==> config.mk <==
export PLATFORM = sky130hd
export DESIGN_NAME = csr_file
export DESIGN_NICKNAME = d
export VERILOG_FILES = /design/src/design/csr_pkg.sv /design/src/design/exception_regs.sv /design/src/design/stable_timer.sv /design/src/design/csr_readout.sv /design/src/design/csr_file.sv
export VERILOG_INCLUDE_DIRS = /design/src /design/src/design
export SDC_FILE = /design/constraint.sdc
export NUM_CORES = 1
export LEC_CHECK = 0
export ABC_AREA = 1
export BUFFER_PORTS_ARGS = -buffer_cell sky130_fd_sc_hd__buf_2
export CAP_MARGIN = 20
export CORE_ASPECT_RATIO = 1.2
export CORE_MARGIN = 1.5
export CORE_UTILIZATION = 45
export CTS_BUF_LIST = sky130_fd_sc_hd__clkbuf_4 sky130_fd_sc_hd__clkbuf_8 sky130_fd_sc_hd__clkbuf_16
export CTS_CLUSTER_DIAMETER = 80
export CTS_CLUSTER_SIZE = 14
export DETAILED_ROUTE_END_ITERATION = 8
export GPL_ROUTABILITY_DRIVEN = 0
export PLACE_DENSITY = 0.67
export SLEW_MARGIN = 10
export SYNTH_ARGS = -nofsm -noshare
export SYNTH_HDL_FRONTEND = slang
export SYNTH_SLANG_ARGS = --single-unit
==> constraint.sdc <==
create_clock -name clk -period 2 [get_ports clk]
set_clock_uncertainty 0.2 [all_clocks]
set_input_delay 0.1 -clock clk [delete_from_list [all_inputs] [get_ports clk]]
set_output_delay 0.1 -clock clk [all_outputs]
set_load 0.03 [all_outputs]
==> src/design/csr_params.svh <==
`ifndef CSR_PARAMS_SVH
`define CSR_PARAMS_SVH

// field widths
`define CSR_NUM_W       14
`define ECODE_W         6
`define ESUBCODE_W      9
`define IS_W            13
`define SW_IS_W         2
`define SAVE_CNT        4

// register numbers
`define CSR_CRMD        14'h000
`define CSR_PRMD        14'h001
`define CSR_ECFG        14'h004
`define CSR_ESTAT       14'h005
`define CSR_ERA         14'h006
`define CSR_BADV        14'h007
`define CSR_EENTRY      14'h00c
`define CSR_SAVE0       14'h030
`define CSR_SAVE1       14'h031
`define CSR_SAVE2       14'h032
`define CSR_SAVE3       14'h033
`define CSR_TID         14'h040
`define CSR_TCFG        14'h041
`define CSR_TVAL        14'h042
`define CSR_TICLR       14'h044

// exception codes that load badv
`define ECODE_ADE       6'h08
`define ECODE_ALE       6'h09
`define ESUBCODE_ADEF   9'h000

// lie bit 10 is reserved
`define ECFG_LIE_MASK   13'h1bff

// timer interrupt position in estat.is
`define TIMER_IS_BIT    11

// ticlr clear bit
`define TICLR_CLR_BIT   0

// counter parks here once a one-shot count is done
`define TIMER_IDLE      32'hffff_ffff

`endif

==> src/design/csr_pkg.sv <==
`default_nettype none

`include "csr_params.svh"

package csr_pkg;

    typedef struct packed {
        logic                   we;
        logic [`CSR_NUM_W-1:0]  num;
        logic [31:0]            wmask;
        logic [31:0]            wvalue;
    } csr_cmd_t;

    // report from the write-back stage
    typedef struct packed {
        logic                   ex;
        logic                   ertn;
        logic [`ECODE_W-1:0]    ecode;
        logic [`ESUBCODE_W-1:0] esubcode;
        logic [31:0]            vaddr;
        logic [31:0]            pc;
    } wb_exc_t;

    typedef struct packed {
        logic [1:0]                  plv;
        logic                        ie;
        logic [1:0]                  pplv;
        logic                        pie;
        logic [`IS_W-1:0]            lie;
        logic [`SW_IS_W-1:0]         sw_is;
        logic [`ECODE_W-1:0]         ecode;
        logic [`ESUBCODE_W-1:0]      esubcode;
        logic [31:0]                 era;
        logic [25:0]                 eentry_va;
        logic [31:0]                 badv;
        logic [`SAVE_CNT-1:0][31:0]  save;
    } exc_state_t;

    typedef struct packed {
        logic [31:0] tid;
        logic        en;
        logic        periodic;
        logic [29:0] initval;
        logic [31:0] cnt;
        logic        timer_is;
    } timer_state_t;

    // field layouts of one 32-bit word
    typedef struct packed {
        logic [22:0] rsvd;
        logic [1:0]  datm;
        logic [1:0]  datf;
        logic        pg;
        logic        da;
        logic        ie;
        logic [1:0]  plv;
    } crmd_layout_t;

    typedef struct packed {
        logic [28:0] rsvd;
        logic        pie;
        logic [1:0]  pplv;
    } prmd_layout_t;

    typedef struct packed {
        logic [18:0]      rsvd;
        logic [`IS_W-1:0] lie;
    } ecfg_layout_t;

    typedef struct packed {
        logic                   rsvd_hi;
        logic [`ESUBCODE_W-1:0] esubcode;
        logic [`ECODE_W-1:0]    ecode;
        logic [2:0]             rsvd_lo;
        logic [`IS_W-1:0]       is;
    } estat_layout_t;

    typedef struct packed {
        logic [29:0] initval;
        logic        periodic;
        logic        en;
    } tcfg_layout_t;

    typedef union packed {
        logic [31:0]   raw;
        crmd_layout_t  crmd;
        prmd_layout_t  prmd;
        ecfg_layout_t  ecfg;
        estat_layout_t estat;
        tcfg_layout_t  tcfg;
    } csr_word_u;

endpackage

`default_nettype wire

==> src/design/exception_regs.sv <==
`timescale 1ns/1ns
`default_nettype none

`include "csr_params.svh"

module exception_regs (
    input  wire                  clk,
    input  wire                  reset,
    input  wire csr_pkg::csr_cmd_t cmd,
    input  wire csr_pkg::wb_exc_t  exc,
    output csr_pkg::exc_state_t  exc_state
);
    import csr_pkg::*;

    csr_word_u            set_w;
    csr_word_u            keep_w;
    logic                 we_crmd;
    logic                 we_prmd;
    logic                 we_ecfg;
    logic                 we_estat;
    logic                 we_era;
    logic                 we_badv;
    logic                 we_eentry;
    logic [`SAVE_CNT-1:0] we_save;
    logic                 addr_err;
    logic                 badv_from_pc;

    // masked bits come from set_w, the others are kept where keep_w is 1
    assign set_w.raw  = cmd.wmask & cmd.wvalue;
    assign keep_w.raw = ~cmd.wmask;

    assign we_crmd   = cmd.we && (cmd.num == `CSR_CRMD);
    assign we_prmd   = cmd.we && (cmd.num == `CSR_PRMD);
    assign we_ecfg   = cmd.we && (cmd.num == `CSR_ECFG);
    assign we_estat  = cmd.we && (cmd.num == `CSR_ESTAT);
    assign we_era    = cmd.we && (cmd.num == `CSR_ERA);
    assign we_badv   = cmd.we && (cmd.num == `CSR_BADV);
    assign we_eentry = cmd.we && (cmd.num == `CSR_EENTRY);

    always_comb begin
        for (int i = 0; i < `SAVE_CNT; i++) begin
            we_save[i] = cmd.we && (cmd.num == `CSR_NUM_W'(`CSR_SAVE0 + i));
        end
    end

    // only address errors record a bad address
    assign addr_err     = (exc.ecode == `ECODE_ADE) || (exc.ecode == `ECODE_ALE);
    assign badv_from_pc = (exc.ecode == `ECODE_ADE) && (exc.esubcode == `ESUBCODE_ADEF);

    always_ff @(posedge clk) begin
        if (reset) begin
            exc_state <= '0;
        end else begin
            // crmd takes exception first, then ertn, then write
            if (exc.ex) begin
                exc_state.plv <= 2'b00;
                exc_state.ie  <= 1'b0;
            end else if (exc.ertn) begin
                exc_state.plv <= exc_state.pplv;
                exc_state.ie  <= exc_state.pie;
            end else if (we_crmd) begin
                exc_state.plv <= set_w.crmd.plv | (keep_w.crmd.plv & exc_state.plv);
                exc_state.ie  <= set_w.crmd.ie | (keep_w.crmd.ie & exc_state.ie);
            end

            // prmd saves the mode on entry
            if (exc.ex) begin
                exc_state.pplv <= exc_state.plv;
                exc_state.pie  <= exc_state.ie;
            end else if (we_prmd) begin
                exc_state.pplv <= set_w.prmd.pplv | (keep_w.prmd.pplv & exc_state.pplv);
                exc_state.pie  <= set_w.prmd.pie | (keep_w.prmd.pie & exc_state.pie);
            end

            if (we_ecfg) begin
                exc_state.lie <= (set_w.ecfg.lie | (keep_w.ecfg.lie & exc_state.lie))
                               & `ECFG_LIE_MASK;
            end

            // software interrupt bits only
            if (we_estat) begin
                exc_state.sw_is <= set_w.estat.is[`SW_IS_W-1:0]
                                 | (keep_w.estat.is[`SW_IS_W-1:0] & exc_state.sw_is);
            end

            if (exc.ex) begin
                exc_state.ecode    <= exc.ecode;
                exc_state.esubcode <= exc.esubcode;
            end

            if (exc.ex) begin
                exc_state.era <= exc.pc;
            end else if (we_era) begin
                exc_state.era <= set_w.raw | (keep_w.raw & exc_state.era);
            end

            // fetch errors report the pc itself
            if (exc.ex && addr_err) begin
                exc_state.badv <= badv_from_pc ? exc.pc : exc.vaddr;
            end else if (we_badv) begin
                exc_state.badv <= set_w.raw | (keep_w.raw & exc_state.badv);
            end

            if (we_eentry) begin
                exc_state.eentry_va <= set_w.raw[31:6] | (keep_w.raw[31:6] & exc_state.eentry_va);
            end

            for (int i = 0; i < `SAVE_CNT; i++) begin
                if (we_save[i]) begin
                    exc_state.save[i] <= set_w.raw | (keep_w.raw & exc_state.save[i]);
                end
            end
        end
    end

endmodule

`default_nettype wire

==> src/design/stable_timer.sv <==
`timescale 1ns/1ns
`default_nettype none

`include "csr_params.svh"

module stable_timer (
    input  wire                    clk,
    input  wire                    reset,
    input  wire csr_pkg::csr_cmd_t cmd,
    output csr_pkg::timer_state_t  tmr_state
);
    import csr_pkg::*;

    csr_word_u set_w;
    csr_word_u keep_w;
    csr_word_u tcfg_cur;
    csr_word_u tcfg_next;
    logic      we_tid;
    logic      we_tcfg;
    logic      clr_req;
    logic      cnt_zero;
    logic      cnt_idle;

    assign set_w.raw  = cmd.wmask & cmd.wvalue;
    assign keep_w.raw = ~cmd.wmask;

    assign we_tid  = cmd.we && (cmd.num == `CSR_TID);
    assign we_tcfg = cmd.we && (cmd.num == `CSR_TCFG);
    assign clr_req = cmd.we && (cmd.num == `CSR_TICLR) && set_w.raw[`TICLR_CLR_BIT];

    // tcfg as it will be after this edge, so a write can start the count at once
    assign tcfg_cur.raw  = {tmr_state.initval, tmr_state.periodic, tmr_state.en};
    assign tcfg_next.raw = we_tcfg ? (set_w.raw | (keep_w.raw & tcfg_cur.raw)) : tcfg_cur.raw;

    assign cnt_zero = (tmr_state.cnt == 32'h0);
    assign cnt_idle = (tmr_state.cnt == `TIMER_IDLE);

    always_ff @(posedge clk) begin
        if (reset) begin
            tmr_state.tid      <= 32'h0;
            tmr_state.en       <= 1'b0;
            tmr_state.periodic <= 1'b0;
            tmr_state.initval  <= 30'h0;
            tmr_state.cnt      <= `TIMER_IDLE;
            tmr_state.timer_is <= 1'b0;
        end else begin
            if (we_tid) begin
                tmr_state.tid <= set_w.raw | (keep_w.raw & tmr_state.tid);
            end

            tmr_state.en       <= tcfg_next.tcfg.en;
            tmr_state.periodic <= tcfg_next.tcfg.periodic;
            tmr_state.initval  <= tcfg_next.tcfg.initval;

            // count is initval times four
            if (we_tcfg && tcfg_next.tcfg.en) begin
                tmr_state.cnt <= {tcfg_next.tcfg.initval, 2'b00};
            end else if (tmr_state.en && !cnt_idle) begin
                if (cnt_zero && tmr_state.periodic) begin
                    tmr_state.cnt <= {tmr_state.initval, 2'b00};
                end else begin
                    // one-shot wraps from zero to idle and parks
                    tmr_state.cnt <= tmr_state.cnt - 32'd1;
                end
            end

            // set beats clear
            if (cnt_zero) begin
                tmr_state.timer_is <= 1'b1;
            end else if (clr_req) begin
                tmr_state.timer_is <= 1'b0;
            end
        end
    end

endmodule

`default_nettype wire

==> src/design/csr_readout.sv <==
`timescale 1ns/1ns
`default_nettype none

`include "csr_params.svh"

module csr_readout (
    input  wire [`CSR_NUM_W-1:0]     csr_num,
    input  wire csr_pkg::exc_state_t   exc_state,
    input  wire csr_pkg::timer_state_t tmr_state,
    output logic [31:0]              rvalue,
    output logic [31:0]              ex_entry,
    output logic [31:0]              ertn_entry,
    output logic                     has_int
);
    import csr_pkg::*;

    csr_word_u        crmd_w;
    csr_word_u        prmd_w;
    csr_word_u        ecfg_w;
    csr_word_u        estat_w;
    csr_word_u        tcfg_w;
    logic [`IS_W-1:0] is_bits;

    always_comb begin
        // no hardware or inter-core interrupt lines
        is_bits                   = '0;
        is_bits[`SW_IS_W-1:0]     = exc_state.sw_is;
        is_bits[`TIMER_IS_BIT]    = tmr_state.timer_is;

        // da, pg, datf, datm stay zero
        crmd_w.raw                = '0;
        crmd_w.crmd.plv           = exc_state.plv;
        crmd_w.crmd.ie            = exc_state.ie;

        prmd_w.raw                = '0;
        prmd_w.prmd.pplv          = exc_state.pplv;
        prmd_w.prmd.pie           = exc_state.pie;

        ecfg_w.raw                = '0;
        ecfg_w.ecfg.lie           = exc_state.lie;

        estat_w.raw               = '0;
        estat_w.estat.is          = is_bits;
        estat_w.estat.ecode       = exc_state.ecode;
        estat_w.estat.esubcode    = exc_state.esubcode;

        tcfg_w.tcfg.initval       = tmr_state.initval;
        tcfg_w.tcfg.periodic      = tmr_state.periodic;
        tcfg_w.tcfg.en            = tmr_state.en;
    end

    // ticlr and unknown numbers read zero
    always_comb begin
        case (csr_num)
            `CSR_CRMD:   rvalue = crmd_w.raw;
            `CSR_PRMD:   rvalue = prmd_w.raw;
            `CSR_ECFG:   rvalue = ecfg_w.raw;
            `CSR_ESTAT:  rvalue = estat_w.raw;
            `CSR_ERA:    rvalue = exc_state.era;
            `CSR_BADV:   rvalue = exc_state.badv;
            `CSR_EENTRY: rvalue = {exc_state.eentry_va, 6'b0};
            `CSR_SAVE0:  rvalue = exc_state.save[0];
            `CSR_SAVE1:  rvalue = exc_state.save[1];
            `CSR_SAVE2:  rvalue = exc_state.save[2];
            `CSR_SAVE3:  rvalue = exc_state.save[3];
            `CSR_TID:    rvalue = tmr_state.tid;
            `CSR_TCFG:   rvalue = tcfg_w.raw;
            `CSR_TVAL:   rvalue = tmr_state.cnt;
            default:     rvalue = 32'h0;
        endcase
    end

    assign ex_entry   = {exc_state.eentry_va, 6'b0};
    assign ertn_entry = exc_state.era;

    assign has_int = exc_state.ie
                   & (|(is_bits[`TIMER_IS_BIT:0] & exc_state.lie[`TIMER_IS_BIT:0]));

endmodule

`default_nettype wire

==> src/design/csr_file.sv <==
`timescale 1ns/1ns
`default_nettype none

`include "csr_params.svh"

module csr_file (
    input  wire                    clk,
    input  wire                    reset,
    input  wire csr_pkg::csr_cmd_t cmd,
    input  wire csr_pkg::wb_exc_t  exc,
    output logic [31:0]            rvalue,
    output logic [31:0]            ex_entry,
    output logic [31:0]            ertn_entry,
    output logic                   has_int
);
    import csr_pkg::*;

    exc_state_t            exc_state;
    timer_state_t          tmr_state;
    logic [`CSR_NUM_W-1:0] rd_num;

    // reads are combinational on the same register number
    assign rd_num = cmd.num;

    // both groups see every command and decode their own numbers
    exception_regs u_exception_regs (
        .clk        (clk),
        .reset      (reset),
        .cmd        (cmd),
        .exc        (exc),
        .exc_state  (exc_state)
    );

    stable_timer u_stable_timer (
        .clk        (clk),
        .reset      (reset),
        .cmd        (cmd),
        .tmr_state  (tmr_state)
    );

    csr_readout u_csr_readout (
        .csr_num    (rd_num),
        .exc_state  (exc_state),
        .tmr_state  (tmr_state),
        .rvalue     (rvalue),
        .ex_entry   (ex_entry),
        .ertn_entry (ertn_entry),
        .has_int    (has_int)
    );

endmodule

`default_nettype wire

==> summary.md <==
| Metric | Value |
|---|---|
| Full die area | `46620 um2` |
| WP data arrival | `1.87 ns` |
| # setup viols final | `33` |
| Number of H-tree levels | `1` |
| Final TNS setup | `-0.8702 ns` |
| Power share of the clock group | `0.372` |
| Clock Tree Root | `clkbuf_16` |
| Crit-path max FO | `3` |
| Pwr Total | `14.10 mW` |
| Cell internal pwr | `10.19 mW` |
| DRT Pass-1 Iters | `9` |
| Reg2reg start | `u_stable_timer.tmr_state[1]` |
| Clock Path Buffers | `3` |
| Layout cells sized above 1 | `0.2679` |
| # rows | `85` |
| Layout area overhead | `41.18%` |
| Port-buffer cells | `252` |
| Critical Path Start Type | `flop` |
| Max cap viols | `0` |
| Post-synth EDFFs | `0` |
| Post-synthesis cell type count | `40` |
| Drt wl/cell | `~23 um` |
| Setup slack, reg-to-reg | `-0.05 ns` |
| Residual DRC count | `7` |
| Initial DRC count | `3705` |
| Most common flop cell mapped by yosys | `dfxtp_1` |
| Slew Viols, Final | `0` |
| Switch share | `0.2773` |
| Final Hold Viols | `0` |
| Clock Sinks | `350` |
| Post-synth top area cell | `dfxtp_1` |
| Vias | `approximately 26000` |
| CTS tree | `built` |
| Boundary Pins | `~260` |
| Max Fclk | `0.4599 GHz` |
| Clock transition at path regs | `around 0.080 ns` |
| Post-DP HPWL | `63790 um` |
| Part of the cycle the worst path needs | `1.087` |
| Worst Tran Pin Value | `around 0.8 ns` |
| Share of synthesized registers carrying an async set or reset | `0` |
| Synth area leaders | `dfxtp_1 (34%), nand2_1 (13%), nand3_1 (8.7%)` |
| Synthesized instance count | `3185` |
| Worst vdd ir | `roughly 0.70 mV` |
| Share of the synthesized area in the top cell type | `0.3435` |
| Die X | `about 200 um` |
| Sequential fraction of the synthesis area | `0.3435` |
| Chip Height | `236.2 um` |
| Pwr dens | `489.6 nW/um2` |
| Period minus WS final | `2.174 ns` |
| Vias in the first global route | `24210` |
| Largest net degree at the start of global routing | `~110` |
| RR Endpoint | `u_stable_timer.tmr_state[8]` |
| Seq pwr share | `0.505` |
| Total wire length | `97470 um` |
| Worst hold-check path type | `input port to flop` |
| Core Area | `44770 um2` |
| Slew headroom | `0.4705` |
| Initial Util | `0.4555` |
| P_sw | `roughly 3.9 mW` |
| First-pass GRT wire length | `139600 um` |
| Number of synthesized register bits | `350` |
| Worst EP required | `~1.7 ns` |
| Post-synthesis average cell area | `6.404 um2` |
| Failing checks | `DRC, setup timing` |
| Gr ovfl total | `0` |
| Worst setup margin | `-0.1743 ns` |
| Yosys warnings | `0` |
| Combinational Power Share | `0.123` |
| Kind of critical path | `flop to output port` |
| Status | `complete, but fails checks` |
| # nets final | `3843` |
| Hold Crit Depth | `5` |
| RSZ-0062 raised after global routing | `yes` |
| Synthesized cell area | `20400 um2` |
| Worst skew pair latency | `0.59 ns` |
| Via density | `6.150` |
| HP Start | `cmd[78]` |
| P_leak | `12.48 nW` |
| CP endpoint kind | `output port` |
| Num CTS Buffers | `28` |
| GRT Overall Usage | `0.3843` |
| Antenna violations before repair | `3` |
| Worst R2R Path Depth | `14` |
| Antenna viol nets, final | `0` |
==> how the worst max path moves through the flow <==
stage	start	end	slack, ns
6_report	u_stable_timer.tmr_state[64]	rvalue[0]	-0.17
3_3_place_gp	cmd[75]	rvalue[17]	-0.25
3_5_place_dp	cmd[75]	rvalue[17]	-0.29
4_1_cts	u_stable_timer.tmr_state[1]	rvalue[0]	-0.14
5_1_grt	u_stable_timer.tmr_state[64]	rvalue[0]	-0.15
2_1_floorplan	u_stable_timer.tmr_state[1]	u_stable_timer.tmr_state[27]	0.13
==> synthesized netlist by cell type, types with 33 or more instances <==
| cell | number |
|---|---|
| buf_2 | 43 |
| a21oi_1 | 278 |
| o31ai_1 | 33 |
| nand2_1 | 689 |
| nand4_1 | 56 |
| nand3_1 | 355 |
| nor2_1 | 258 |
| clkbuf_1 | 151 |
| inv_1 | 296 |
| o21ai_1 | 38 |
| buf_4 | 79 |
| o211ai_1 | 70 |
| o21ai_0 | 320 |
| dfxtp_1 | 350 |
==> logic make-up after synthesis <==
logic type                 synth area share
and+or+nand+nor                      0.3040
buffers and inverters                0.1304
adders and majority gates          0.001841
other                             0.0001839
AOI/OAI and AO/OA                    0.2149
DFF                                  0.3435
xor gates and xnor gates           0.005153
==> critical path, cell delays in order, from the launching register on <==
cell and delay [ns]:
dfxtp_1 0.35, inv_2 0.08, buf_4 0.14, nor2_1 0.06, a211oi_2 0.31, nand3_2 0.16
buf_6 0.17
==> power groups by stage <==
stage	Clock, mW	Combinational [mW]	Sequential [mW]
after CTS	5.19	1.60	7.12
after global placement	0	1.31	7.28
after global routing	5.42	1.82	7.12
after detailed placement	0	1.33	7.29
after floorplan	0	0.856	7.25
final	5.24	1.74	7.12
==> layout make-up <==
type	count	area, um2
repair inverters	1	6.256
multi-input cells	2237	12190
fillers	3773	15980
diodes	4	10.01
inverters	315	1254
flip-flops and latches	350	7067
well taps	609	762.0
repair buffers	745	6784
clock buffers	29	725.7
==> per-stage QoR <==
| step | std cells | util | area (um2) | setup WS [ns] | hold slack [ns] |
|---|---|---|---|---|---|
| after floorplan | 3190 | - | 20410 | 0.1292 | 0.03490 |
| after global placement | 3995 | 0.5192 | 23250 | -0.2478 | 0.1362 |
| after detailed placement | 3995 | 0.5192 | 23250 | -0.2859 | 0.1464 |
| after CTS | 4239 | 0.6006 | 26890 | -0.1363 | 0.01427 |
| after global routing | 4288 | 0.6430 | 28790 | -0.1506 | 0.07961 |
| final | 4290 | 0.6431 | 28790 | -0.1743 | 0.01133 |
==> layer usage <==
| metal | GRT usage | part of all wire | up-vias |
|---|---|---|---|
| li1 | - | - | 11510 |
| met5 | 0 | 0.00070 | - |
| met4 | 0.2364 | 0.084 | 2 |
| met2 | 0.5883 | 0.42 | 2192 |
| met1 | 0.4946 | 0.36 | 12110 |
| met3 | 0.07778 | 0.13 | 574 |
==> cells in the final DEF, fill, tap and decap left out, drive strengths merged, types with 70 or more instances in the layout <==
cell type    count
a21oi          278
buf            545
dfxtp          350
dlygate4sd3    189
inv            312
nand2          697
nand3          362
nor2           286
o211ai          70
o21ai          358
==> repair_timing <==
item                                   in CTS  in global routing
pin swaps                                  33                110
endpoints found under the hold margin     332                 10
gates resized for setup                   257                386
setup buffers                              28                 37
setup endpoints to repair                  54                 85
hold buffers                              184                  6
cloned                                      4                 14
Note: power is estimated with default switching activity, not from simulation.
